## src/common/isa_pkg.sv

```systemverilog
/*
 * isa_pkg
 * instruction-set view of the front end: major opcodes and the
 * field layout of the direct jumps B and BL
 */
`default_nettype none

package isa_pkg;

	////////////////////////////////
	// instruction word

	localparam int INST_W = 32;		// fixed 32-bit encoding
	localparam int OPC_MSB = 31;	// major opcode, top six bits
	localparam int OPC_LSB = 26;
	localparam int OPC_W = OPC_MSB - OPC_LSB + 1;

	////////////////////////////////
	// B / BL offset fields

	// offs[15:0] in the middle of the word
	localparam int OFFS_LO_MSB = 25;
	localparam int OFFS_LO_LSB = 10;
	// offs[25:16] in the low bits
	localparam int OFFS_HI_MSB = 9;
	localparam int OFFS_HI_LSB = 0;

	// full offset, in words
	localparam int OFFS_W = (OFFS_HI_MSB - OFFS_HI_LSB + 1) + (OFFS_LO_MSB - OFFS_LO_LSB + 1);
	localparam int BR_SHIFT = 2;	// word offset to byte offset

	// major opcodes the front end tells apart
	typedef enum logic [OPC_W-1:0] {
		OP_OTHER = 6'h00,	// anything not pre-decoded
		OP_B     = 6'h14,	// direct jump
		OP_BL    = 6'h15	// direct jump and link
	} isa_opcode_t;

endpackage

`default_nettype wire

```

## src/common/fe_pkg.sv

```systemverilog
/*
 * fe_pkg
 * sizes and constants of the fetch front end and its APB program port
 */
`default_nettype none

package fe_pkg;

	localparam int PC_W = 32;
	localparam logic [PC_W-1:0] RESET_PC = 32'h1c000000;	// first fetched word
	localparam logic [PC_W-1:0] PC_STEP = 32'd4;			// sequential step

	////////////////////////////////
	// instruction RAM

	localparam int MEM_WORDS = 1024;
	localparam int IDX_W = 10;
	localparam int IDX_LSB = 2;						// byte offset bits dropped
	localparam int IDX_MSB = IDX_LSB + IDX_W - 1;	// pc[11:2], aliases every 4 KiB

	////////////////////////////////
	// APB program port

	localparam int APB_AW = 32;
	localparam int APB_DW = 32;
	localparam logic [APB_AW-1:0] APB_LIMIT = 32'd4096;	// first byte address out of range

	// bus phase seen by the slave
	typedef enum logic [1:0] {
		APB_IDLE,	// psel low
		APB_SETUP,	// psel high, penable low
		APB_ACCESS	// transfer completes here
	} apb_state_t;

endpackage

`default_nettype wire

```

## src/rtl/apb_prog_port.sv

```systemverilog
/*
 * apb_prog_port
 * APB slave, no wait states, that loads and reads back the program
 * through the program port of the instruction RAM
 */
`timescale 1ns/100ps
`default_nettype none

module apb_prog_port (
	input  wire								clk,
	input  wire								reset,
	input  wire								psel,
	input  wire								penable,
	input  wire								pwrite,
	input  wire [fe_pkg::APB_AW-1:0]		paddr,
	input  wire [fe_pkg::APB_DW-1:0]		pwdata,
	output logic [fe_pkg::APB_DW-1:0]		prdata,
	output logic							pready,
	output logic							pslverr,
	// RAM program port
	input  wire [isa_pkg::INST_W-1:0]		pg_rdata,
	output logic							pg_en,
	output logic							pg_we,
	output logic [fe_pkg::IDX_W-1:0]		pg_idx,
	output logic [isa_pkg::INST_W-1:0]		pg_wdata
);

	fe_pkg::apb_state_t	state;		// phase of the last cycle
	fe_pkg::apb_state_t	phase;		// phase of this cycle
	logic				in_range;
	logic				setup;
	logic				access;

	//////////////////////////////
	// phase tracking

	// access only straight after a setup
	always_comb
	begin
		phase = fe_pkg::APB_IDLE;
		if (psel)
			phase = (penable && state == fe_pkg::APB_SETUP) ? fe_pkg::APB_ACCESS
				: fe_pkg::APB_SETUP;
	end

	always_ff @(posedge clk)
	begin
		if (reset)
			state <= fe_pkg::APB_IDLE;
		else
			state <= phase;
	end

	assign setup = (phase == fe_pkg::APB_SETUP);
	assign access = (phase == fe_pkg::APB_ACCESS);
	assign in_range = (paddr < fe_pkg::APB_LIMIT);

	//////////////////////////////
	// RAM program port

	// read in setup, data registered by access; write in access
	assign pg_en = in_range & ((setup & ~pwrite) | (access & pwrite));
	assign pg_we = access & pwrite;
	assign pg_idx = paddr[fe_pkg::IDX_MSB:fe_pkg::IDX_LSB];
	assign pg_wdata = pwdata;

	//////////////////////////////
	// bus response

	assign pready = access;					// never waits
	assign pslverr = access & ~in_range;
	assign prdata = (access & ~pwrite & in_range) ? pg_rdata : '0;

endmodule

`default_nettype wire

```

## config.mk

```make
export PLATFORM = sky130hd
export DESIGN_NAME = apb_prog_port
export DESIGN_NICKNAME = d
export VERILOG_FILES = /design/src/common/isa_pkg.sv /design/src/common/fe_pkg.sv /design/src/rtl/apb_prog_port.sv
export SDC_FILE = /design/constraint.sdc
export NUM_CORES = 1
export LEC_CHECK = 0
export BUFFER_PORTS_ARGS = -buffer_cell sky130_fd_sc_hd__buf_2
export CAP_MARGIN = 40
export CORE_MARGIN = 4
export CORE_UTILIZATION = 29
export DETAILED_ROUTE_END_ITERATION = 16
export PLACE_DENSITY = 0.87
export SYNTH_ARGS = -nofsm -noshare
export SYNTH_HDL_FRONTEND = slang
export SYNTH_SLANG_ARGS = --single-unit
```

## constraint.sdc

```tcl
create_clock -name clk -period 1.2 [get_ports clk]
set_clock_uncertainty 0.05 [all_clocks]
set_input_delay 0 -clock clk [delete_from_list [all_inputs] [get_ports clk]]
set_output_delay 0 -clock clk [all_outputs]
set_load 0.02 [all_outputs]
```

==> summary.md <==
| Metric | Value |
|---|---|
| Status | `finished with violations` |
| Failing checks | `negative setup slack` |
| Rel. slew slack | `72.04%` |
| Max VDD drop | `0.5400 mV` |
| Row count | `22` |
| TritonCTS clock tree | `built` |
| Final Max Tran Viols | `0` |
| H-tree depth | `1` |
| First-pass GRT wire length | `6913 um` |
| Design area | `2272 um^2` |
| Die X | `70.14 um` |
| Top cell type's share of synthesized area | `28.16%` |
| Largest net degree at the start of global routing | `35` |
| Vias | `1352` |
| Area Overhead vs Synth | `102.9%` |
| Final non-filler cell total | `280` |
| Syn avg cell area | `8.234 um^2` |
| WP data arrival | `1.45 ns` |
| Dpl cells | `230` |
| Critical Path End Type | `output port` |
| Post-Syn Instances | `136` |
| Most frequent cell after synthesis | `buf_4` |
| Max-cap violations | `0` |
| Max reg flops | `2` |
| Final WL | `4469 um` |
| Hold crit path type | `input port to register` |
| Final WS setup | `-0.3000 ns` |
| WHS | `0.03168 ns` |
| Top cells by area, synth | `buf_4 (28%), nor3_2 (27%), nand3b_1 (21%)` |
| CTS root buf | `clkbuf_8` |
| # DRC | `0` |
| Tot GR Track Use | `16.78%` |
| Routability cong. | `0.6763` |
| Yosys cell types | `20` |
| Worst Tran Pin Value | `0.4194 ns` |
| Ys async rst share | `0%` |
| Core area | `3689 um^2` |
| Share of cells above drive strength 1 | `63.79%` |
| Clock sink count | `2` |
| Die area | `4920 um^2` |
| Detailed Routing Iterations Pass 1 | `4` |
| Number of DRC markers in iteration 0 | `20` |
| FMAX | `666.7 MHz` |
| YS warnings | `0` |
| Cell taking the most area after synthesis | `buf_4` |
| Final setup violation count | `35` |
| Initial antenna violation count | `0` |
| Hold Vio Cnt, Final | `0` |
| Leak | `1.251 nW` |
| Vias in the first global route | `1434` |
| Nets | `335` |
| Worst-path clk slew | `0.03 ns` |
| WL/cell | `15.96 um` |
| DP Wirelength | `2474 um` |
| N_diodes | `0` |
| RSZ-0062 raised after global routing | `true` |
| DP Area | `1550 um^2` |
| I/O pin count | `179` |
| Ys flop type | `dfxtp_1` |
| Die height | `70.14 um` |
| Routed Antenna Nets | `0` |
| EDFF count, synth | `0` |
| Final core utilization | `61.60%` |
| Final min period | `1.500 ns` |
| Pre-CTS setup slack | `-0.09825 ns` |
| Seq cells post-synth | `2` |
| Worst skew pair latency | `0.21 ns` |
| Critical Path RT | `1.15 ns` |
| Crit path launch type | `register` |
| CTS Buf Count | `3` |
| Via-per-instance ratio | `4.829` |
| Initial Util | `30.36%` |
| Synthesized area | `1120 um^2` |
| PortBufs | `92` |
| Commonest cells in the netlist | `buf_4 (42), nand3b_1 (32), nor3_2 (30)` |
| CTS Buffer Depth | `2` |
| Total gr overflow | `0` |
| Seq/Total Area, Yosys | `3.575%` |
| Syn_nets | `237` |
| Largest fanout on the critical path | `8` |
| TNS Setup | `-9.071 ns` |
| Final Cycle Share | `125.0%` |
| Most flop-heavy register | `state` |
| Crit Path Category | `register to output port` |
| Power Density | `325.6 nW/um^2` |
| Pwr Total | `739.9 uW` |
| Top flop regs | `state x2` |
-- placed cells by master, fill, tap and decap left out, drive strengths merged --
master       count
xor2             1
clkbuf           3
and4b            1
nor4b            1
nand3            1
o21a             1
nor3            32
nor3b            1
dfxtp            2
nand2            1
and2             1
nor2b            1
buf            105
and3b            1
nand3b          32
dlygate4sd3     43
nor4             5
-- final timing paths --
kind / startpoint / to / slack (ns) / cells past startpoint
max: state[1] / prdata[26] / -0.30 / 5
min: psel / state[0] / 0.03 / 2
max reg2reg: state[1] / state[1] / 0.05 / 4
min reg2reg: state[0] / state[0] / 0.66 / 3
-- power by group --
| part | total [mW] | internal (mW) | switching (mW) | leakage [nW] |
|---|---|---|---|---|
| clock | 0.262 | 0.212 | 0.0500 | 0.0216 |
| sequential | 0.0706 | 0.0696 | 0.000942 | 0.0164 |
| combinational | 0.407 | 0.206 | 0.202 | 1.21 |
-- routing by layer --
| layer | GRT usage, % | vias up | share of wire (%) |
|---|---|---|---|
| met1 | 18.63 | 614 | 35 |
| met5 | 0 | - | 0 |
| met4 | 2.766 | 0 | 0.60 |
| met3 | 4.892 | 2 | 11 |
| met2 | 31.69 | 102 | 54 |
| li1 | - | 634 | - |
-- area by class of cell --
class                      instances  area (um^2)
fill                             288         1416
multi-input combinational         79        874.6
sequential                         2        40.04
timing repair buffer             148         1256
tap                               48        60.06
clock buffer                       3        41.29
-- critical path: stages, from the launching register on --
cell	delay [ns]
dfxtp_1	0.29
and4b_2	0.37
buf_6	0.16
nand3b_1	0.13
nor3_4	0.16
buf_6	0.14
-- cells by family (layout without fill, tap and decap cells) --
| kind of cell | Yosys count | in the layout | share of synthesized area, % |
|---|---|---|---|
| simple gates | 77 | 77 | 59.67 |
| flops | 2 | 2 | 3.576 |
| compound gates | 1 | 1 | 0.6706 |
| buf+inv | 55 | 151 | 35.31 |
| xor+xnor | 1 | 1 | 0.7823 |
-- repair_timing --
| item | in CTS | in global routing |
|---|---|---|
| cloned | 2 | 0 |
| pin swaps | 14 | 1 |
| setup buffers | 1 | 1 |
| endpoints found under the hold margin | 44 | 0 |
| setup endpoints to repair | 36 | 36 |
| resized for setup | 71 | 3 |
| hold buffers | 43 | 0 |
(Power assumes the default switching activity.)
