File: config.mk
export PLATFORM = sky130hd
export DESIGN_NAME = if_stage_flat
export DESIGN_NICKNAME = d
export VERILOG_FILES = /design/src/common/isa_pkg.sv /design/src/common/fe_pkg.sv /design/src/common/fetch_if.sv /design/src/fetch/if_stage.sv /design/src/flat_wrapper.sv
export SDC_FILE = /design/constraint.sdc
export NUM_CORES = 1
export LEC_CHECK = 0
export ABC_AREA = 1
export BUFFER_PORTS_ARGS = -buffer_cell sky130_fd_sc_hd__buf_2
export CORE_MARGIN = 4
export CORE_UTILIZATION = 40
export CTS_CLUSTER_DIAMETER = 50
export DETAILED_ROUTE_END_ITERATION = 10
export SYNTH_ARGS = -nofsm -noshare
export SYNTH_HDL_FRONTEND = slang
export SYNTH_SLANG_ARGS = --single-unit
File: constraint.sdc
create_clock -name clk -period 1.77 [get_ports clk]
set_input_delay 0.354 -clock clk [delete_from_list [all_inputs] [get_ports clk]]
set_output_delay 0.354 -clock clk [all_outputs]
set_load 0.01 [all_outputs]
File: src/common/isa_pkg.sv
/*
 * isa_pkg
 * instruction-set view of the front end: major opcodes and the
 * field layout of the direct jumps B and BL
 */
`default_nettype none

package isa_pkg;

	////////////////////////////////
	// instruction word

	localparam int INST_W = 32;		// fixed 32-bit encoding
	localparam int OPC_MSB = 31;	// major opcode, top six bits
	localparam int OPC_LSB = 26;
	localparam int OPC_W = OPC_MSB - OPC_LSB + 1;

	////////////////////////////////
	// B / BL offset fields

	// offs[15:0] in the middle of the word
	localparam int OFFS_LO_MSB = 25;
	localparam int OFFS_LO_LSB = 10;
	// offs[25:16] in the low bits
	localparam int OFFS_HI_MSB = 9;
	localparam int OFFS_HI_LSB = 0;

	// full offset, in words
	localparam int OFFS_W = (OFFS_HI_MSB - OFFS_HI_LSB + 1) + (OFFS_LO_MSB - OFFS_LO_LSB + 1);
	localparam int BR_SHIFT = 2;	// word offset to byte offset

	// major opcodes the front end tells apart
	typedef enum logic [OPC_W-1:0] {
		OP_OTHER = 6'h00,	// anything not pre-decoded
		OP_B     = 6'h14,	// direct jump
		OP_BL    = 6'h15	// direct jump and link
	} isa_opcode_t;

endpackage

`default_nettype wire

File: src/common/fe_pkg.sv
/*
 * fe_pkg
 * sizes and constants of the fetch front end and its APB program port
 */
`default_nettype none

package fe_pkg;

	localparam int PC_W = 32;
	localparam logic [PC_W-1:0] RESET_PC = 32'h1c000000;	// first fetched word
	localparam logic [PC_W-1:0] PC_STEP = 32'd4;			// sequential step

	////////////////////////////////
	// instruction RAM

	localparam int MEM_WORDS = 1024;
	localparam int IDX_W = 10;
	localparam int IDX_LSB = 2;						// byte offset bits dropped
	localparam int IDX_MSB = IDX_LSB + IDX_W - 1;	// pc[11:2], aliases every 4 KiB

	////////////////////////////////
	// APB program port

	localparam int APB_AW = 32;
	localparam int APB_DW = 32;
	localparam logic [APB_AW-1:0] APB_LIMIT = 32'd4096;	// first byte address out of range

	// bus phase seen by the slave
	typedef enum logic [1:0] {
		APB_IDLE,	// psel low
		APB_SETUP,	// psel high, penable low
		APB_ACCESS	// transfer completes here
	} apb_state_t;

endpackage

`default_nettype wire

File: src/common/fetch_if.sv
/*
 * fetch_if
 * one fetch slot handed from the fetch stage to pre-decode
 */
`timescale 1ns/100ps
`default_nettype none

interface fetch_if;

	logic							valid;		// slot holds a live pc
	logic							allow_in;	// pre-decode takes the slot
	logic [fe_pkg::PC_W-1:0]		pc;
	logic [isa_pkg::INST_W-1:0]	inst;		// RAM data for pc

	// fetch side
	modport fetch_src (
		output valid,
		output pc,
		input  allow_in
	);

	// pre-decode side
	modport fetch_dst (
		input  valid,
		input  pc,
		input  inst,
		output allow_in
	);

endinterface

`default_nettype wire

File: src/fetch/if_stage.sv
/*
 * if_stage
 * keeps the pc, predicts not taken and reads the instruction RAM
 * with the next pc; a redirect from pre-decode drops the held slot
 */
`timescale 1ns/100ps
`default_nettype none

module if_stage (
	input  wire							clk,
	input  wire							reset,
	input  wire							run,			// allow new fetches
	input  wire							redirect,		// B/BL seen in pre-decode
	input  wire [fe_pkg::PC_W-1:0]		redirect_pc,
	output logic						ram_en,			// fetch read enable
	output logic [fe_pkg::IDX_W-1:0]	ram_addr,
	fetch_if.fetch_src					fe
);

	logic [fe_pkg::PC_W-1:0]	pc;
	logic [fe_pkg::PC_W-1:0]	pc_plus_4;
	logic [fe_pkg::PC_W-1:0]	pred_pc;
	logic [fe_pkg::PC_W-1:0]	next_pc;
	logic						valid;
	logic						allow_in;		// stage may advance
	logic						load;			// a new pc is fetched this cycle

	//////////////////////////////
	// slot control

	// empty slot, or the held one moves on
	assign allow_in = ~valid | fe.allow_in;
	assign load = run & (redirect | allow_in);

	always_ff @(posedge clk)
	begin
		if (reset)
			valid <= 1'b0;				// slot empty
		else if (redirect | allow_in)
			valid <= run;				// redirect kills the held slot
	end

	//////////////////////////////
	// pc

	assign pc_plus_4 = pc + fe_pkg::PC_STEP;
	assign pred_pc = pc_plus_4;			// static not-taken
	assign next_pc = redirect ? redirect_pc : pred_pc;

	always_ff @(posedge clk)
	begin
		if (reset)
			pc <= fe_pkg::RESET_PC - fe_pkg::PC_STEP;	// first next_pc is RESET_PC
		else if (load)
			pc <= next_pc;
		else if (redirect)
			pc <= redirect_pc - fe_pkg::PC_STEP;		// parked while run is low
	end

	//////////////////////////////
	// RAM read and slot out

	// read only on a pc load, so data holds through a stall
	assign ram_en = load;
	assign ram_addr = next_pc[fe_pkg::IDX_MSB:fe_pkg::IDX_LSB];

	assign fe.valid = valid;
	assign fe.pc = pc;

endmodule

`default_nettype wire

File: src/flat_wrapper.sv
// flat-port wrapper written by rule: the top's interface ports become plain ports
module if_stage_flat 
  (clk, reset, run, redirect, redirect_pc, ram_en, ram_addr, fe_valid, fe_pc, fe_allow_in);
  fetch_if fe_i ();
  input  wire clk;
  input  wire reset;
  input  wire run;
  input  wire redirect;
  input  wire [fe_pkg::PC_W-1:0] redirect_pc;
  output logic ram_en;
  output logic [fe_pkg::IDX_W-1:0] ram_addr;
  output wire logic [$bits(fe_i.valid)-1:0] fe_valid;
  output wire logic [$bits(fe_i.pc)-1:0] fe_pc;
  input wire logic [$bits(fe_i.allow_in)-1:0] fe_allow_in;
  assign fe_valid = fe_i.valid;
  assign fe_pc = fe_i.pc;
  assign fe_i.allow_in = fe_allow_in;
  if_stage u_core (.clk(clk), .reset(reset), .run(run), .redirect(redirect), .redirect_pc(redirect_pc), .ram_en(ram_en), .ram_addr(ram_addr), .fe(fe_i));
endmodule
==> impl_metrics.toml <==
[setup_path]
critPathLaunchType = "register"
setup.worst_path.class = "reg -> out"
arrival_ns = 1.55
crit_required_ns = 1.42
r2r_setup_slack_ns = 0.08
endpoint_kind = "primary output"
cp_max_fo = 4

[timing]
fin_worst_skew_ns = 0.008561
hold_violations = 0
drv_slew = 0
finalCritPeriodShare_pct = 107.3
fin_crit_ns = 1.899
worst_pin_slew_ns = 0.3729
fmax_mhz = 526.6
final.setup.tns_ns = -0.4526
max-slew-margin-rel_pct = 75.14
hold_ws_ns = 0.2912
setup_violations = 6
post-route-worst-setup-slack_ns = -0.1290
rsz0062_at_grt = "yes"

[drt]
num_vias = 4403
drt_wl_total_um = 13390
wl_per_cell_um = 15.77
first_pass_iters = 5
drt_iter0_drc = 242
via_per_inst = 5.186
drtAntennaViolNets = 0
drc = 0

[layout]
post-route-util_pct = 53.82
layout.nets = 783
layout-drive-gt1-share_pct = 27.28
final_cells = 849
fin_area_mm2 = 0.004467
area.growth.synth_to_final_pct = 29.44
antenna_cells = 0

[global_route]
track_usage_pct = 26.63
grt_max_degree = 23
grt_pass1_vias = 4155
gr-total-overflow = 0
grt_first_pass_wirelength_um = 21270
antenna_found_initial = 0

[power]
power_frac_clock_pct = 22.4
p_per_area_mw_per_mm2 = 613.9
p_comb_share_pct = 44.0
p_sw_mw = 1.148
power.leakage_nw = 2.220
p_total_mw = 2.742
peakVddDrop_uv = 266.9
p_seq_share_pct = 33.6
p_int_mw = 1.594
swShare_pct = 41.86

[synthesis]
syn_nets = 672
synth-seq-cells = 33
yosysSeqAreaShare_pct = 19.14
syn_area_mm2 = 0.003451
ys_warn_count = 0
avgSynthCellArea_um2 = 5.452
ys_types = 35
postSynthCellCount = 633

[clock_tree]
clk_path_buf_depth = 2
cts_tree = "built"
cts_hold_buf = 0
cts_made_buffers = 5
cts_htree_levels = 2
cts-root-buf = "clkbuf_8"
insertion_delay_ns = 0.29
path_clk_slew_ns = 0.07
clock-sinks = 33

[placement]
dp_cells = 833
gp_congestion = 0.9141
place_area_mm2 = 0.004133
dp_hpwl_um = 10890
io_buffers = 80
pre_cts_slack_ns = -0.08650

[floorplan]
die_w_um = 100.9
start_util_pct = 41.58
core_mm2 = 0.008299
die-area_mm2 = 0.01018
rows = 33
dieHeight_um = 100.9
io_pins = 81

[run_status]
status = "complete, but fails checks"
violations = "setup timing"

[flow_run]
drv_cap = 0

[worst_hold_path]
hold_path.class = "in -> reg"
final cells by class:
cell class	count	area (µm²)
sequential	33	691.9
tap	105	131.4
timing repair buffer	123	740.7
fill	881	3832
multi-input combinational	521	2589
inverter	60	227.7
clock buffer	7	86.33
critical path: stages (launching register included):
cell and delay [ns]:
dfxtp_4 0.38, buf_4 0.15, nand2_4 0.06, nor2_4 0.12, nand2_2 0.09, xor2_2 0.16, o21ai_2 0.14, buf_2 0.15
kinds of logic after synthesis:
group	synth area share (%)
DFF	19.14
xor gates and xnor gates	4.061
AOI/OAI and AO/OA	15.77
buffers and inverters	9.753
adders and majority gates	0.7250
and+or+nand+nor	50.54
Yosys cell counts (all sizes together):
cell type | n | share of area, %
xnor2 | 6 | 1.5
o22ai | 1 | 0.18
clkbuf | 3 | 0.33
nor3 | 2 | 0.29
a21oi | 57 | 8.3
a22oi | 1 | 0.22
inv | 60 | 6.6
o21ai | 37 | 5.4
a21o | 1 | 0.22
nand3 | 45 | 6.7
xor2 | 10 | 2.5
ha | 2 | 0.73
nor2 | 107 | 15
o21a | 2 | 0.43
nand4 | 5 | 0.91
o211ai | 3 | 0.65
buf | 16 | 2.8
nand3b | 8 | 1.8
o2111ai | 1 | 0.25
nand2 | 232 | 26
a31oi | 1 | 0.18
dfxtp | 33 | 19
placed cells by master (no fill, tap or decap), types with 7 or more instances in the layout:
master	netlist	routed
nand3_1	44	41
xor2_1	10	9
o21ai_1	9	9
nor2_4	8	10
inv_1	54	53
buf_4	3	40
dfxtp_2	0	7
a21oi_1	57	55
o21ai_0	28	26
dfxtp_1	33	20
nand2_2	9	13
nand3b_1	7	7
nor2_2	9	10
nand2_1	221	213
buf_2	9	79
nor2_1	89	86
worst paths after layout:
kind                   startpoint                to  cells past startpoint
setup / recovery  u_core.fe.pc[4]       ram_addr[8]                      7
hold / removal     redirect_pc[0]   u_core.fe.pc[0]                      3
setup reg to reg  u_core.fe.pc[4]  u_core.fe.pc[14]                     13
hold reg to reg   u_core.fe.valid   u_core.fe.valid                      2
state kept, by name (all words and copies together) (netlist names):
signal           flops
u_core.fe.pc        32
u_core.fe.valid      1
timing repair:
item                       in CTS  in global routing
setup endpoints to repair       8                 22
resized for setup              19                 37
setup buffers                   7                  3
pin swaps                       6                 16
power by group through the flow:
stage | clock [mW] | combinational, mW | sequential [mW]
5_1_grt | 0.654 | 1.33 | 0.931
6_report | 0.614 | 1.21 | 0.920
4_1_cts | 0.621 | 1.15 | 0.908
3_3_place_gp | 0 | 1.09 | 0.919
2_1_floorplan | 0 | 0.624 | 0.940
3_5_place_dp | 0 | 1.09 | 0.921
layer usage:
| metal | vias up | global-route usage [%] | wire (µm) |
|---|---|---|---|
| met4 | 0 | 9.119 | 366 |
| li1 | 2239 | - | - |
| met1 | 1975 | 36.55 | 6143 |
| met5 | - | 0 | 0 |
| met2 | 165 | 40.86 | 5828 |
| met3 | 24 | 6.021 | 1047 |
(Power assumes the default switching activity.)
