**src/common/isa_pkg.sv**
```systemverilog
/*
 * isa_pkg
 * instruction-set view of the front end: major opcodes and the
 * field layout of the direct jumps B and BL
 */
`default_nettype none

package isa_pkg;

	////////////////////////////////
	// instruction word

	localparam int INST_W = 32;		// fixed 32-bit encoding
	localparam int OPC_MSB = 31;	// major opcode, top six bits
	localparam int OPC_LSB = 26;
	localparam int OPC_W = OPC_MSB - OPC_LSB + 1;

	////////////////////////////////
	// B / BL offset fields

	// offs[15:0] in the middle of the word
	localparam int OFFS_LO_MSB = 25;
	localparam int OFFS_LO_LSB = 10;
	// offs[25:16] in the low bits
	localparam int OFFS_HI_MSB = 9;
	localparam int OFFS_HI_LSB = 0;

	// full offset, in words
	localparam int OFFS_W = (OFFS_HI_MSB - OFFS_HI_LSB + 1) + (OFFS_LO_MSB - OFFS_LO_LSB + 1);
	localparam int BR_SHIFT = 2;	// word offset to byte offset

	// major opcodes the front end tells apart
	typedef enum logic [OPC_W-1:0] {
		OP_OTHER = 6'h00,	// anything not pre-decoded
		OP_B     = 6'h14,	// direct jump
		OP_BL    = 6'h15	// direct jump and link
	} isa_opcode_t;

endpackage

`default_nettype wire

```
**src/common/fe_pkg.sv**
```systemverilog
/*
 * fe_pkg
 * sizes and constants of the fetch front end and its APB program port
 */
`default_nettype none

package fe_pkg;

	localparam int PC_W = 32;
	localparam logic [PC_W-1:0] RESET_PC = 32'h1c000000;	// first fetched word
	localparam logic [PC_W-1:0] PC_STEP = 32'd4;			// sequential step

	////////////////////////////////
	// instruction RAM

	localparam int MEM_WORDS = 1024;
	localparam int IDX_W = 10;
	localparam int IDX_LSB = 2;						// byte offset bits dropped
	localparam int IDX_MSB = IDX_LSB + IDX_W - 1;	// pc[11:2], aliases every 4 KiB

	////////////////////////////////
	// APB program port

	localparam int APB_AW = 32;
	localparam int APB_DW = 32;
	localparam logic [APB_AW-1:0] APB_LIMIT = 32'd4096;	// first byte address out of range

	// bus phase seen by the slave
	typedef enum logic [1:0] {
		APB_IDLE,	// psel low
		APB_SETUP,	// psel high, penable low
		APB_ACCESS	// transfer completes here
	} apb_state_t;

endpackage

`default_nettype wire

```
**src/common/fetch_if.sv**
```systemverilog
/*
 * fetch_if
 * one fetch slot handed from the fetch stage to pre-decode
 */
`timescale 1ns/100ps
`default_nettype none

interface fetch_if;

	logic							valid;		// slot holds a live pc
	logic							allow_in;	// pre-decode takes the slot
	logic [fe_pkg::PC_W-1:0]		pc;
	logic [isa_pkg::INST_W-1:0]	inst;		// RAM data for pc

	// fetch side
	modport fetch_src (
		output valid,
		output pc,
		input  allow_in
	);

	// pre-decode side
	modport fetch_dst (
		input  valid,
		input  pc,
		input  inst,
		output allow_in
	);

endinterface

`default_nettype wire

```
**src/fetch/ipd_stage.sv**
```systemverilog
/*
 * ipd_stage
 * latches each fetched word, spots the direct jumps B and BL and
 * redirects fetch to their target; feeds the decode handshake
 */
`timescale 1ns/100ps
`default_nettype none

module ipd_stage (
	input  wire								clk,
	input  wire								reset,
	input  wire								inst_ready,		// decode takes the word
	output logic							redirect,		// one cycle per jump
	output logic [fe_pkg::PC_W-1:0]			redirect_pc,
	output logic							inst_valid,
	output logic [fe_pkg::PC_W-1:0]			inst_pc,
	output logic [isa_pkg::INST_W-1:0]		inst_word,
	fetch_if.fetch_dst						fe
);

	localparam int EXT_W = fe_pkg::PC_W - isa_pkg::OFFS_W - isa_pkg::BR_SHIFT;

	logic							out_valid;
	logic							fresh;		// latched word not yet examined
	logic [fe_pkg::PC_W-1:0]		out_pc;
	logic [isa_pkg::INST_W-1:0]	out_word;
	logic							accept;		// slot moves in this cycle

	isa_pkg::isa_opcode_t			opcode;
	logic							is_jump;
	logic [isa_pkg::OFFS_W-1:0]	offs;		// word offset of B/BL
	logic [fe_pkg::PC_W-1:0]		offs_ext;	// sign extended, in bytes
	logic [fe_pkg::PC_W-1:0]		target;

	//////////////////////////////
	// handshake with fetch

	// empty or draining, and never while redirecting
	assign fe.allow_in = (~out_valid | inst_ready) & ~redirect;
	assign accept = fe.valid & fe.allow_in;

	always_ff @(posedge clk)
	begin
		if (reset)
			out_valid <= 1'b0;
		else if (accept)
			out_valid <= 1'b1;
		else if (inst_ready)
			out_valid <= 1'b0;		// word left, nothing new
	end

	// only the first cycle after a latch may redirect
	always_ff @(posedge clk)
	begin
		if (reset)
			fresh <= 1'b0;
		else
			fresh <= accept;
	end

	// payload
	always_ff @(posedge clk)
	begin
		if (accept)
		begin
			out_pc <= fe.pc;
			out_word <= fe.inst;
		end
	end

	//////////////////////////////
	// pre-decode

	always_comb
	begin
		case (out_word[isa_pkg::OPC_MSB:isa_pkg::OPC_LSB])
			isa_pkg::OP_B:  opcode = isa_pkg::OP_B;
			isa_pkg::OP_BL: opcode = isa_pkg::OP_BL;
			default:        opcode = isa_pkg::OP_OTHER;
		endcase
	end

	assign is_jump = (opcode == isa_pkg::OP_B) | (opcode == isa_pkg::OP_BL);

	// high part sits below the low part in the word
	assign offs = {out_word[isa_pkg::OFFS_HI_MSB:isa_pkg::OFFS_HI_LSB],
		out_word[isa_pkg::OFFS_LO_MSB:isa_pkg::OFFS_LO_LSB]};
	assign offs_ext = {{EXT_W{offs[isa_pkg::OFFS_W-1]}}, offs, {isa_pkg::BR_SHIFT{1'b0}}};
	assign target = out_pc + offs_ext;		// pc relative

	//////////////////////////////
	// outputs

	assign redirect = out_valid & fresh & is_jump;
	assign redirect_pc = target;

	assign inst_valid = out_valid;
	assign inst_pc = out_pc;
	assign inst_word = out_word;

endmodule

`default_nettype wire

```
**src/flat_wrapper.sv**
```systemverilog
// flat-port wrapper written by rule: the top's interface ports become plain ports
module ipd_stage_flat 
  (clk, reset, inst_ready, redirect, redirect_pc, inst_valid, inst_pc, inst_word, fe_valid, fe_pc, fe_inst, fe_allow_in);
  fetch_if fe_i ();
  input  wire clk;
  input  wire reset;
  input  wire inst_ready;
  output logic redirect;
  output logic [fe_pkg::PC_W-1:0] redirect_pc;
  output logic inst_valid;
  output logic [fe_pkg::PC_W-1:0] inst_pc;
  output logic [isa_pkg::INST_W-1:0] inst_word;
  input wire logic [$bits(fe_i.valid)-1:0] fe_valid;
  input wire logic [$bits(fe_i.pc)-1:0] fe_pc;
  input wire logic [$bits(fe_i.inst)-1:0] fe_inst;
  output wire logic [$bits(fe_i.allow_in)-1:0] fe_allow_in;
  assign fe_i.valid = fe_valid;
  assign fe_i.pc = fe_pc;
  assign fe_i.inst = fe_inst;
  assign fe_allow_in = fe_i.allow_in;
  ipd_stage u_core (.clk(clk), .reset(reset), .inst_ready(inst_ready), .redirect(redirect), .redirect_pc(redirect_pc), .inst_valid(inst_valid), .inst_pc(inst_pc), .inst_word(inst_word), .fe(fe_i));
endmodule
```
**config.mk**
```make
export PLATFORM = sky130hd
export DESIGN_NAME = ipd_stage_flat
export DESIGN_NICKNAME = d
export VERILOG_FILES = /design/src/common/isa_pkg.sv /design/src/common/fe_pkg.sv /design/src/common/fetch_if.sv /design/src/fetch/ipd_stage.sv /design/src/flat_wrapper.sv
export SDC_FILE = /design/constraint.sdc
export NUM_CORES = 1
export LEC_CHECK = 0
export BUFFER_PORTS_ARGS = -buffer_cell sky130_fd_sc_hd__buf_4
export CORE_MARGIN = 8
export CORE_UTILIZATION = 40
export CTS_CLUSTER_SIZE = 14
export DETAILED_ROUTE_END_ITERATION = 16
export PLACE_DENSITY = 0.67
export SYNTH_ARGS = -nofsm -noshare
export SYNTH_HDL_FRONTEND = slang
export SYNTH_SLANG_ARGS = --single-unit
```
**constraint.sdc**
```tcl
create_clock -name clk -period 3.3 [get_ports clk]
set_input_delay 0.495 -clock clk [delete_from_list [all_inputs] [get_ports clk]]
set_output_delay 0.495 -clock clk [all_outputs]
set_load 0.1 [all_outputs]
```
==> results of run 1 <==
## final timing paths
path	from	endpoint	slack [ns]	cells after the start
setup / recovery	u_core.inst_pc[3]	redirect_pc[25]	0.03	8
hold / removal	reset	u_core.inst_valid	0.31	2
setup reg to reg	u_core.inst_word[29]	u_core.inst_pc[25]	0.98	6
hold reg to reg	u_core.inst_valid	u_core.inst_valid	0.52	2
## report_power, final
part,switching [mW],internal (mW),total (mW)
logic,1.47,0.609,2.08
clock network,0.315,0.424,0.738
registers,0.0364,0.982,1.02
total,1.83,2.01,3.84
## Yosys cell counts (all sizes together) (2+ instances only)
master,count
edfxtp,64
a21oi,35
nand2,31
nor2,31
ha,29
o21ai,22
xnor2,13
xor2,11
nand4,9
o211ai,9
buf,8
nor3,8
a211oi,7
inv,7
o21a,7
clkbuf,5
nand3,4
nor2b,4
a21o,3
a22o,3
a31oi,3
and3,3
nand2b,3
nor4,3
o21bai,3
or2,3
or3,3
a211o,2
a311oi,2
and4,2
dfxtp,2
o2111ai,2
o211a,2
o31ai,2
## per-stage QoR
| stage | power [mW] | hold WS [ns] | setup slack, ns | utilization |
|---|---|---|---|---|
| final | 3.84 | 0.313 | 0.0337 | 0.673 |
| after global routing | 3.98 | 0.287 | -0.135 | 0.673 |
| after CTS | 3.75 | 0.286 | -0.0162 | 0.636 |
| after detailed placement | 2.94 | 0.512 | 0.112 | 0.600 |
| after global placement | 2.93 | 0.501 | 0.193 | 0.600 |
| after floorplan | 2.56 | 0.564 | -0.774 | - |
## logic make-up after synthesis
kind of cell | synth area share
adders and majority gates | 0.0984
DFF | 0.504
xor gates and xnor gates | 0.0540
and+or+nand+nor | 0.135
AOI/OAI and AO/OA | 0.179
muxes | 0.00386
buffers and inverters | 0.0248
## flip-flops by register name, summed over array words and instances (netlist names)
| signal | flops |
|---|---|
| u_core.inst_pc | 32 |
| u_core.inst_word | 32 |
| u_core.fresh | 1 |
| u_core.inst_valid | 1 |
## layout make-up
| type | count | area, um2 | area share |
|---|---|---|---|
| flip-flops and latches | 66 | 1960 | 0.304 |
| repair buffers | 188 | 1560 | 0.241 |
| well taps | 133 | 166 | 0.0258 |
| clock inverters | 5 | 78.8 | 0.0122 |
| clock buffers | 11 | 131 | 0.0203 |
| multi-input cells | 270 | 2530 | 0.392 |
| inverters | 7 | 30.0 | 0.00465 |
## layout by cell type (no fill, tap or decap), types with 3 or more instances in the layout
cell and n:
o21ai_0 15, clkinvlp_4 3, edfxtp_1 64, o21a_1 7, buf_4 173, nor3_1 8
a211oi_4 4, clkbuf_8 9, inv_1 5, a22o_1 3, nor2_1 28, ha_2 8
nor2b_1 3, o21ai_1 3, xnor2_2 5, nand3_1 4, or3_1 3, xor2_4 8
and3_1 3, nand4_1 9, buf_6 4, ha_1 12, buf_12 10, a21oi_1 29
or2_2 3, xnor2_4 7, o211ai_1 9, nor2_2 3, ha_4 9, nand2_1 29
a21oi_2 4
## what timing repair did
action | in CTS | in global routing
endpoints found under the setup margin | 13 | 16
buffers inserted | 3 | 12
gates resized for setup | 34 | 54
pin swaps | 9 | 16
## worst max-delay path, cell delays in order (launching register included)
cell and delay, ns:
edfxtp_1 0.43, ha_1 0.30, a21oi_1 0.07, nand4b_1 0.30
a211oi_4 0.38, o31ai_2 0.14, o211ai_1 0.40, xor2_4 0.20
buf_12 0.19
## per-layer routing
metal | global-route usage | up-vias | wire, um
li1 | - | 1723 | -
met1 | 0.207 | 1733 | 4910
met2 | 0.288 | 108 | 5950
met3 | 0.0628 | 8 | 969
met4 | 0.0488 | 0 | 100
met5 | 0 | - | 0
==> out/results.ini, run 1 <==
[power]
p_per_area_mw_per_mm2 = 595
vdd_drop_max_uv = 362
leakagePower_nw = 2.58

[sta]
max_freq_mhz = 306
final_max_slew_viol_count = 0
tightest_slew_ns = 0.605
hold_viol = 0
min_period_over_period = 0.990
setup_viol = 0
slew_headroom = 0.596
rsz0062_at_grt = yes
finClkSkew_ns = 0.00504
min_period_ns = 3.27
totalNegativeSetupSlack_ns = 0

[clock_tree]
hold_buffers = 0
clk_pin_slew_ns = 0.07
cts_buffers = 9
clkSinkCount = 66
cts_tree = yes
cts_buffer_depth = 2
ctsHtreeMaxLevel = 3
clock_latency_ns = 0.34
cts_root_buffer = clkbuf_8

[detailed_routing]
drc = 0
wirelength_mm = 11.9
vias_per_cell = 5.25
wl_per_cell_um = 17.5
drt_iter0_markers = 129
antenna_left = 0
dr.pass1.iters = 4
vias = 3572

[critical_path]
required_ns = 2.80
startpoint_type = register
path_class = reg2out
worstSetupEndpointType = primary output
crit_fanout = 4
arrival_ns = 2.77

[global_route]
grt_usage = 0.174
antenna_found_initial = 0
grt_max_degree = 38
grt_pass1_vias = 3571
overflow = 0
grt_pass1_wl_mm = 17.9

[placement]
place_congestion = 0.873
dpl_cell_area_mm2 = 0.00575
io_buffers = 166
place_inst = 649
hpwl_mm = 9.29

[layout]
final_cell_area_mm2 = 0.00646
final_cells = 680
drive_gt1_frac = 0.516
syn2layout_area_growth_pct = 65.9
fill_cells = 719
antenna_cells = 0
nets = 640

[logic_synthesis]
ys_warn_count = 0
post_synth.cell_area_avg_um2 = 10.9
synth_top_area_share = 0.494
netlist_instances = 356
syn_area_mm2 = 0.00389
synth.yosys.seq_area_share = 0.504
synth_edf_count = 64
syn-num-nets = 454
postSynth.asyncResetShare = 0
synth_top_area_cell = edfxtp_1
ys.flop_type = edfxtp_1
netlist_top_cells_area = edfxtp_1 (49%), ha_1 (9.3%), a21oi_1 (4.4%)
ys_types = 50
ys_seq_elements = 66

[outcome]
status = completed

[die]
die_w_um = 115
start_util = 0.406
dieArea_mm2 = 0.0131
boundaryPins = 167
coreArea_mm2 = 0.00959
die_h_um = 115
rows = 36

[worst_hold_path]
hold_path.class = in2reg

[run]
cap_violations = 0

No activity file was read; power rests on OpenSTA's default activity.
==> run 2, diff against run 1 <==
CORE_UTILIZATION = 48   (was 40)
PLACE_DENSITY = 0.78   (was 0.67)
==> run 2 against run 1 <==
Net effect:
- critical path depth increased by 1
- count of clock-buffer cells in the layout decreased by 1
- maximum frequency decreased by 0.71%
- clock power decreased by 7.0%
- critical path type unchanged
==> out/results.ini, run 2 (synthesis gave the netlist of run 1 again) <==
[global_route]
overflow = 0  ; unchanged
grt_usage = 0.211  ; was 0.174
antenna_found_initial = 0  ; unchanged
grt_pass1_wl_mm = 18.9  ; was 17.9 mm
grt_max_degree = 37  ; was 38
grt_pass1_vias = 3691  ; was 3571

[sta]
finClkSkew_ns = 0.00906  ; was 0.00504 ns
totalNegativeSetupSlack_ns = 0  ; unchanged
hold_viol = 0  ; unchanged
rsz0062_at_grt = yes  ; unchanged
min_period_over_period = 0.997  ; was 0.990
fin_ws_ns = 0.0104  ; was 0.0337 ns
hold_slack_ns = 0.296  ; was 0.313 ns
final_max_slew_viol_count = 0  ; unchanged
setup_viol = 0  ; unchanged
slew_headroom = 0.536  ; was 0.596
tightest_slew_ns = 0.695  ; was 0.605 ns
max_freq_mhz = 304  ; was 306 MHz
min_period_ns = 3.29  ; was 3.27 ns

[placement]
dpl_worst_slack_ns = 0.0875  ; was 0.112 ns
io_buffers = 166  ; unchanged
hpwl_mm = 9.45  ; was 9.29 mm
dpl_cell_area_mm2 = 0.00574  ; was 0.00575 mm2
place_inst = 624  ; was 649
place_congestion = 0.872  ; was 0.873

[critical_path]
path_class = reg2out  ; unchanged
critPathSlowestCell = edfxtp_1  ; unchanged
max_stage_delay_ns = 0.40  ; was 0.43 ns
required_ns = 2.80  ; about the same
arrival_ns = 2.79  ; was 2.77 ns
startpoint_type = register  ; unchanged
cp_cell_sequence = ha_1, a21oi_1, nand4b_1, buf_4, a21oi_4, a21o_4, mux2_4, a211oi_4, buf_12  ; was ha_1, a21oi_1, nand4b_1, a211oi_4, o31ai_2, o211ai_1, xor2_4, buf_12
crit_fanout = 4  ; unchanged
worstSetupEndpointType = primary output  ; unchanged

[layout]
final_cells = 649  ; was 680
antenna_cells = 0  ; unchanged
drive_gt1_frac = 0.517  ; was 0.516
syn2layout_area_growth_pct = 62.8  ; was 65.9%
layout_common_cells = buf_4 (173), edfxtp_1 (64), nand2_1 (31)  ; was buf_4 (173), edfxtp_1 (64), nand2_1 (29), a21oi_1 (29), nor2_1 (28)
final_cell_area_mm2 = 0.00634  ; was 0.00646 mm2
fill_cells = 504  ; was 719
utilization = 0.787  ; was 0.673
nets = 637  ; was 640
mostFrequentLayoutCell = buf_4  ; unchanged

[detailed_routing]
antenna_left = 0  ; unchanged
wirelength_mm = 12.4  ; was 11.9 mm
drt_iter0_markers = 156  ; was 129
vias = 3638  ; was 3572
vias_per_cell = 5.61  ; was 5.25
drc = 0  ; unchanged
wl_per_cell_um = 19.1  ; was 17.5 um
dr.pass1.iters = 4  ; unchanged

[outcome]
status = completed  ; unchanged

[clock_tree]
cts_root_buffer = clkbuf_8  ; unchanged
cts_buffer_depth = 2  ; unchanged
clk_pin_slew_ns = 0.08  ; was 0.07 ns
ctsHtreeMaxLevel = 3  ; unchanged
hold_buffers = 0  ; unchanged
cts_buffers = 9  ; unchanged
clock_latency_ns = 0.35  ; was 0.34 ns
cts_tree = yes  ; unchanged
clkSinkCount = 66  ; unchanged

[die]
boundaryPins = 167  ; unchanged
start_util = 0.483  ; was 0.406
dieArea_mm2 = 0.0112  ; was 0.0131 mm2
coreArea_mm2 = 0.00805  ; was 0.00959 mm2
die_w_um = 106  ; was 115 um
rows = 33  ; was 36
die_h_um = 106  ; was 115 um

[power]
intPower_mw = 1.92  ; was 2.01 mW
switchingPower_mw = 1.85  ; was 1.83 mW
power_frac_comb = 0.549  ; was 0.543
swShare = 0.491  ; was 0.475
power.total_mw = 3.77  ; was 3.84 mW
p_per_area_mw_per_mm2 = 596  ; was 595 mW/mm2
p_seq_frac = 0.269  ; was 0.265
share_clk_of_total_power = 0.182  ; was 0.192
vdd_drop_max_uv = 427  ; was 362 uV
leakagePower_nw = 2.53  ; was 2.58 nW

[run]
cap_violations = 0  ; unchanged

[worst_hold_path]
hold_path.class = in2reg  ; unchanged

-- run 2: cell types whose count changed in the layout (fill, tap and decap cells not counted), moves of 2 or more --
cell	change
nand2_1	+2
nor4_2	+2
ha_1	-4
ha_2	+6
nand2_2	-2
ha_4	-2
-- run 2: cell type report --
| cell class | count | area, um2 | area share |
|---|---|---|---|
| multi-input cells | 270 | 2510 | 0.396 |
| flip-flops and latches | 66 | 1960 | 0.310 |
| repair buffers | 185 | 1510 | 0.239 |
| well taps | 105 | 131 | 0.0207 |
| clock buffers | 10 | 128 | 0.0201 |
| clock inverters | 6 | 66.3 | 0.0105 |
| inverters | 7 | 30.0 | 0.00474 |
-- run 2: final timing paths --
kind | startpoint | endpoint | slack (ns) | cells past startpoint
hold reg to reg | u_core.inst_valid | u_core.inst_valid | 0.52 | 2
setup / recovery | u_core.inst_pc[3] | redirect_pc[27] | 0.01 | 9
setup reg to reg | u_core.inst_word[31] | u_core.inst_pc[16] | 0.84 | 6
hold / removal | reset | u_core.inst_valid | 0.30 | 2
-- run 2: timing repair --
| item | in CTS | in global routing |
|---|---|---|
| gates resized for setup | 45 | 33 |
| setup endpoints to repair | 12 | 15 |
| setup buffers | 4 | 5 |
| pin swaps | 10 | 7 |
-- run 2: critical path, delay by kind of cell, from the launching register on --
kind,cells,cell delay [ns]
muxes,1,0.32
and+or+nand+nor,1,0.31
DFF,1,0.40
adders and majority gates,1,0.30
AOI/OAI and AO/OA,4,0.66
buffers and inverters,2,0.45
-- run 2: power groups by stage --
stage,Clock [mW],Sequential [mW],Combinational [mW]
global route,0.721,1.02,2.14
floorplan,0,1.37,1.19
global placement,0,1.03,1.90
CTS,0.695,1.02,2.01
finish,0.686,1.02,2.07
detailed placement,0,1.03,1.92
-- run 2: metal layers --
layer	vias up	global-route usage	part of all wire
met2	149	0.361	0.53
li1	1718	-	-
met1	1754	0.246	0.39
met4	0	0.0724	0.017
met3	17	0.0635	0.070
met5	-	0	0
==> run 3, diff against run 2 <==
PLACE_DENSITY = not set   (was 0.78)
PLACE_DENSITY_LB_ADDON = 0.05   (was not set)
==> run 3 against run 2 <==
Net effect:
- the flow now finishes with violations (negative setup slack)
- clock skew rose by 0.0086 ns
- via count fell by 0.22%
- register-to-register slack improved by 0.64 ns
- routed wire length fell by 4.3%
- sequential cell count did not move
- combinational power barely moved
- critical path depth fell by 1
- sequential power barely moved
- non-clock buffer count rose by 12
- critical endpoint is now redirect_pc[29]
- largest power group unchanged
==> out/results.ini, run 3 (synthesis gave the netlist of run 1 again) <==
[outcome]
status = finished, violations left  ; was completed
violations = negative setup slack

[die]
dieArea_mm2 = 0.0112  ; unchanged
rows = 33  ; unchanged
die_w_um = 106  ; unchanged
die_h_um = 106  ; unchanged
boundaryPins = 167  ; unchanged
coreArea_mm2 = 0.00805  ; unchanged
start_util = 0.483  ; unchanged

[sta]
min_period_over_period = 1.00  ; was 0.997
tightest_slew_ns = 0.490  ; was 0.695 ns
fin_ws_ns = -0.0122  ; was 0.0104 ns
min_period_ns = 3.31  ; was 3.29 ns
setup_viol = 1  ; was 0
rsz0062_at_grt = yes  ; unchanged
hold_viol = 0  ; unchanged
slew_headroom = 0.672  ; was 0.536
final_max_slew_viol_count = 0  ; unchanged
max_freq_mhz = 302  ; was 304 MHz
finClkSkew_ns = 0.0177  ; was 0.00906 ns

[power]
vdd_drop_max_uv = 351  ; was 427 uV
leakagePower_nw = 2.59  ; was 2.53 nW
p_per_area_mw_per_mm2 = 578  ; was 596 mW/mm2
power.total_mw = 3.71  ; was 3.77 mW

[clock_tree]
clock_latency_ns = 0.35  ; about the same
cts_buffer_depth = 2  ; unchanged
cts_tree = yes  ; unchanged
hold_buffers = 0  ; unchanged
clk_pin_slew_ns = 0.08  ; about the same
clkSinkCount = 66  ; unchanged
cts_buffers = 9  ; unchanged
ctsHtreeMaxLevel = 3  ; unchanged
cts_root_buffer = clkbuf_8  ; unchanged

[detailed_routing]
vias_per_cell = 5.49  ; was 5.61
wirelength_mm = 11.9  ; was 12.4 mm
vias = 3630  ; was 3638
dr_wl_met3_mm = 1.02  ; was 867 um
highest_layer = met4  ; unchanged
wl_per_cell_um = 18.0  ; was 19.1 um
drc = 0  ; unchanged
drt_iter0_markers = 175  ; was 156
routed-wl-met2_mm = 6.03  ; was 6.54 mm
dr.pass1.iters = 4  ; unchanged
drt-met1-wl_mm = 4.62  ; was 4.79 mm
antenna_left = 0  ; unchanged

[global_route]
grt_max_degree = 34  ; was 37
grt_usage = 0.197  ; was 0.211
grt_pass1_vias = 3633  ; was 3691
antenna_found_initial = 0  ; unchanged
grt_pass1_wl_mm = 17.9  ; was 18.9 mm
overflow = 0  ; unchanged

[critical_path]
arrival_ns = 2.82  ; was 2.79 ns
r2r_end = u_core.inst_word[4]  ; was u_core.inst_pc[16]
required_ns = 2.80  ; about the same
cp-endpoint = redirect_pc[29]  ; was redirect_pc[27]
r2r_setup_slack_ns = 1.48  ; was 0.84 ns
startpoint_type = register  ; unchanged
path_class = reg2out  ; unchanged
crit_start = u_core.inst_pc[3]  ; unchanged
worstSetupEndpointType = primary output  ; unchanged
rr_startpoint = u_core.inst_word[29]  ; was u_core.inst_word[31]
r2r_cells = 6  ; unchanged
crit_fanout = 4  ; unchanged

[worst_hold_path]
hold_path.class = in2reg  ; unchanged

[layout]
syn2layout_area_growth_pct = 64.8  ; was 62.8%
utilization = 0.796  ; was 0.787
layout_common_cells = buf_4 (187), edfxtp_1 (64), nand2_1 (31)  ; was buf_4 (173), edfxtp_1 (64), nand2_1 (31)
final_cells = 661  ; was 649
fill_cells = 480  ; was 504
drive_gt1_frac = 0.529  ; was 0.517
mostFrequentLayoutCell = buf_4  ; unchanged
nets = 649  ; was 637
antenna_cells = 0  ; unchanged

[placement]
io_buffers = 166  ; unchanged
hpwl_mm = 9.23  ; was 9.45 mm
place_congestion = 0.859  ; was 0.872
place_inst = 630  ; was 624

[run]
cap_violations = 0  ; unchanged

[run 3: power by group]
| group | internal [mW] | switching (mW) |
|---|---|---|
| combinational | 0.599 | 1.47 |
| clock | 0.276 | 0.340 |
| sequential | 0.981 | 0.0382 |
| total | 1.86 | 1.85 |
[run 3: how the worst min path moves through the flow]
stage,from,end,depth (start not counted)
floorplan,reset,u_core.inst_valid,1
global placement,u_core.inst_valid,u_core.inst_valid,2
detailed placement,u_core.inst_valid,u_core.inst_valid,2
CTS,reset,u_core.inst_valid,2
global route,reset,u_core.inst_valid,2
finish,reset,u_core.inst_valid,2
[run 3: what timing repair did]
item	CTS	global route
pin swaps	8	19
endpoints found under the setup margin	12	18
setup buffers	2	13
resized for setup	33	40
[run 3: worst max-delay path: stages, from the launching register on]
cell and delay, ns:
edfxtp_1 0.45, ha_4 0.30, a21oi_2 0.06, nand4b_1 0.26, a211oi_4 0.43, nor4_1 0.11
o311a_1 0.34, a311oi_4 0.30, buf_12 0.22
[run 3: routing by layer]
layer / vias to the layer above / GRT usage
li1: 1743 / -
met1: 1727 / 0.232
met2: 145 / 0.332
met3: 15 / 0.0659
met4: 0 / 0.0653
met5: - / 0
[run 3: metrics by stage]
stage | setup WS [ns] | setup TNS (ns) | area, um2 | hold WS, ns
6_report | -0.0122 | -0.0122 | 6410 | 0.304
5_1_grt | -0.105 | -0.411 | 6410 | 0.294
4_1_cts | 0.00128 | 0 | 6090 | 0.296
3_5_place_dp | 0.123 | 0 | 5770 | 0.509
3_3_place_gp | 0.224 | 0 | 5770 | 0.500
2_1_floorplan | -0.774 | -7.58 | 4370 | 0.564
[run 3: layout make-up]
| cell class | instances | area [um2] | share of cell area |
|---|---|---|---|
| Inverter | 7 | 30.0 | 0.00468 |
| Multi-Input combinational cell | 270 | 2530 | 0.395 |
| Clock buffer | 9 | 124 | 0.0193 |
| Timing Repair Buffer | 197 | 1580 | 0.247 |
| Clock inverter | 7 | 51.3 | 0.00800 |
| Sequential cell | 66 | 1960 | 0.306 |
| Tap cell | 105 | 131 | 0.0205 |
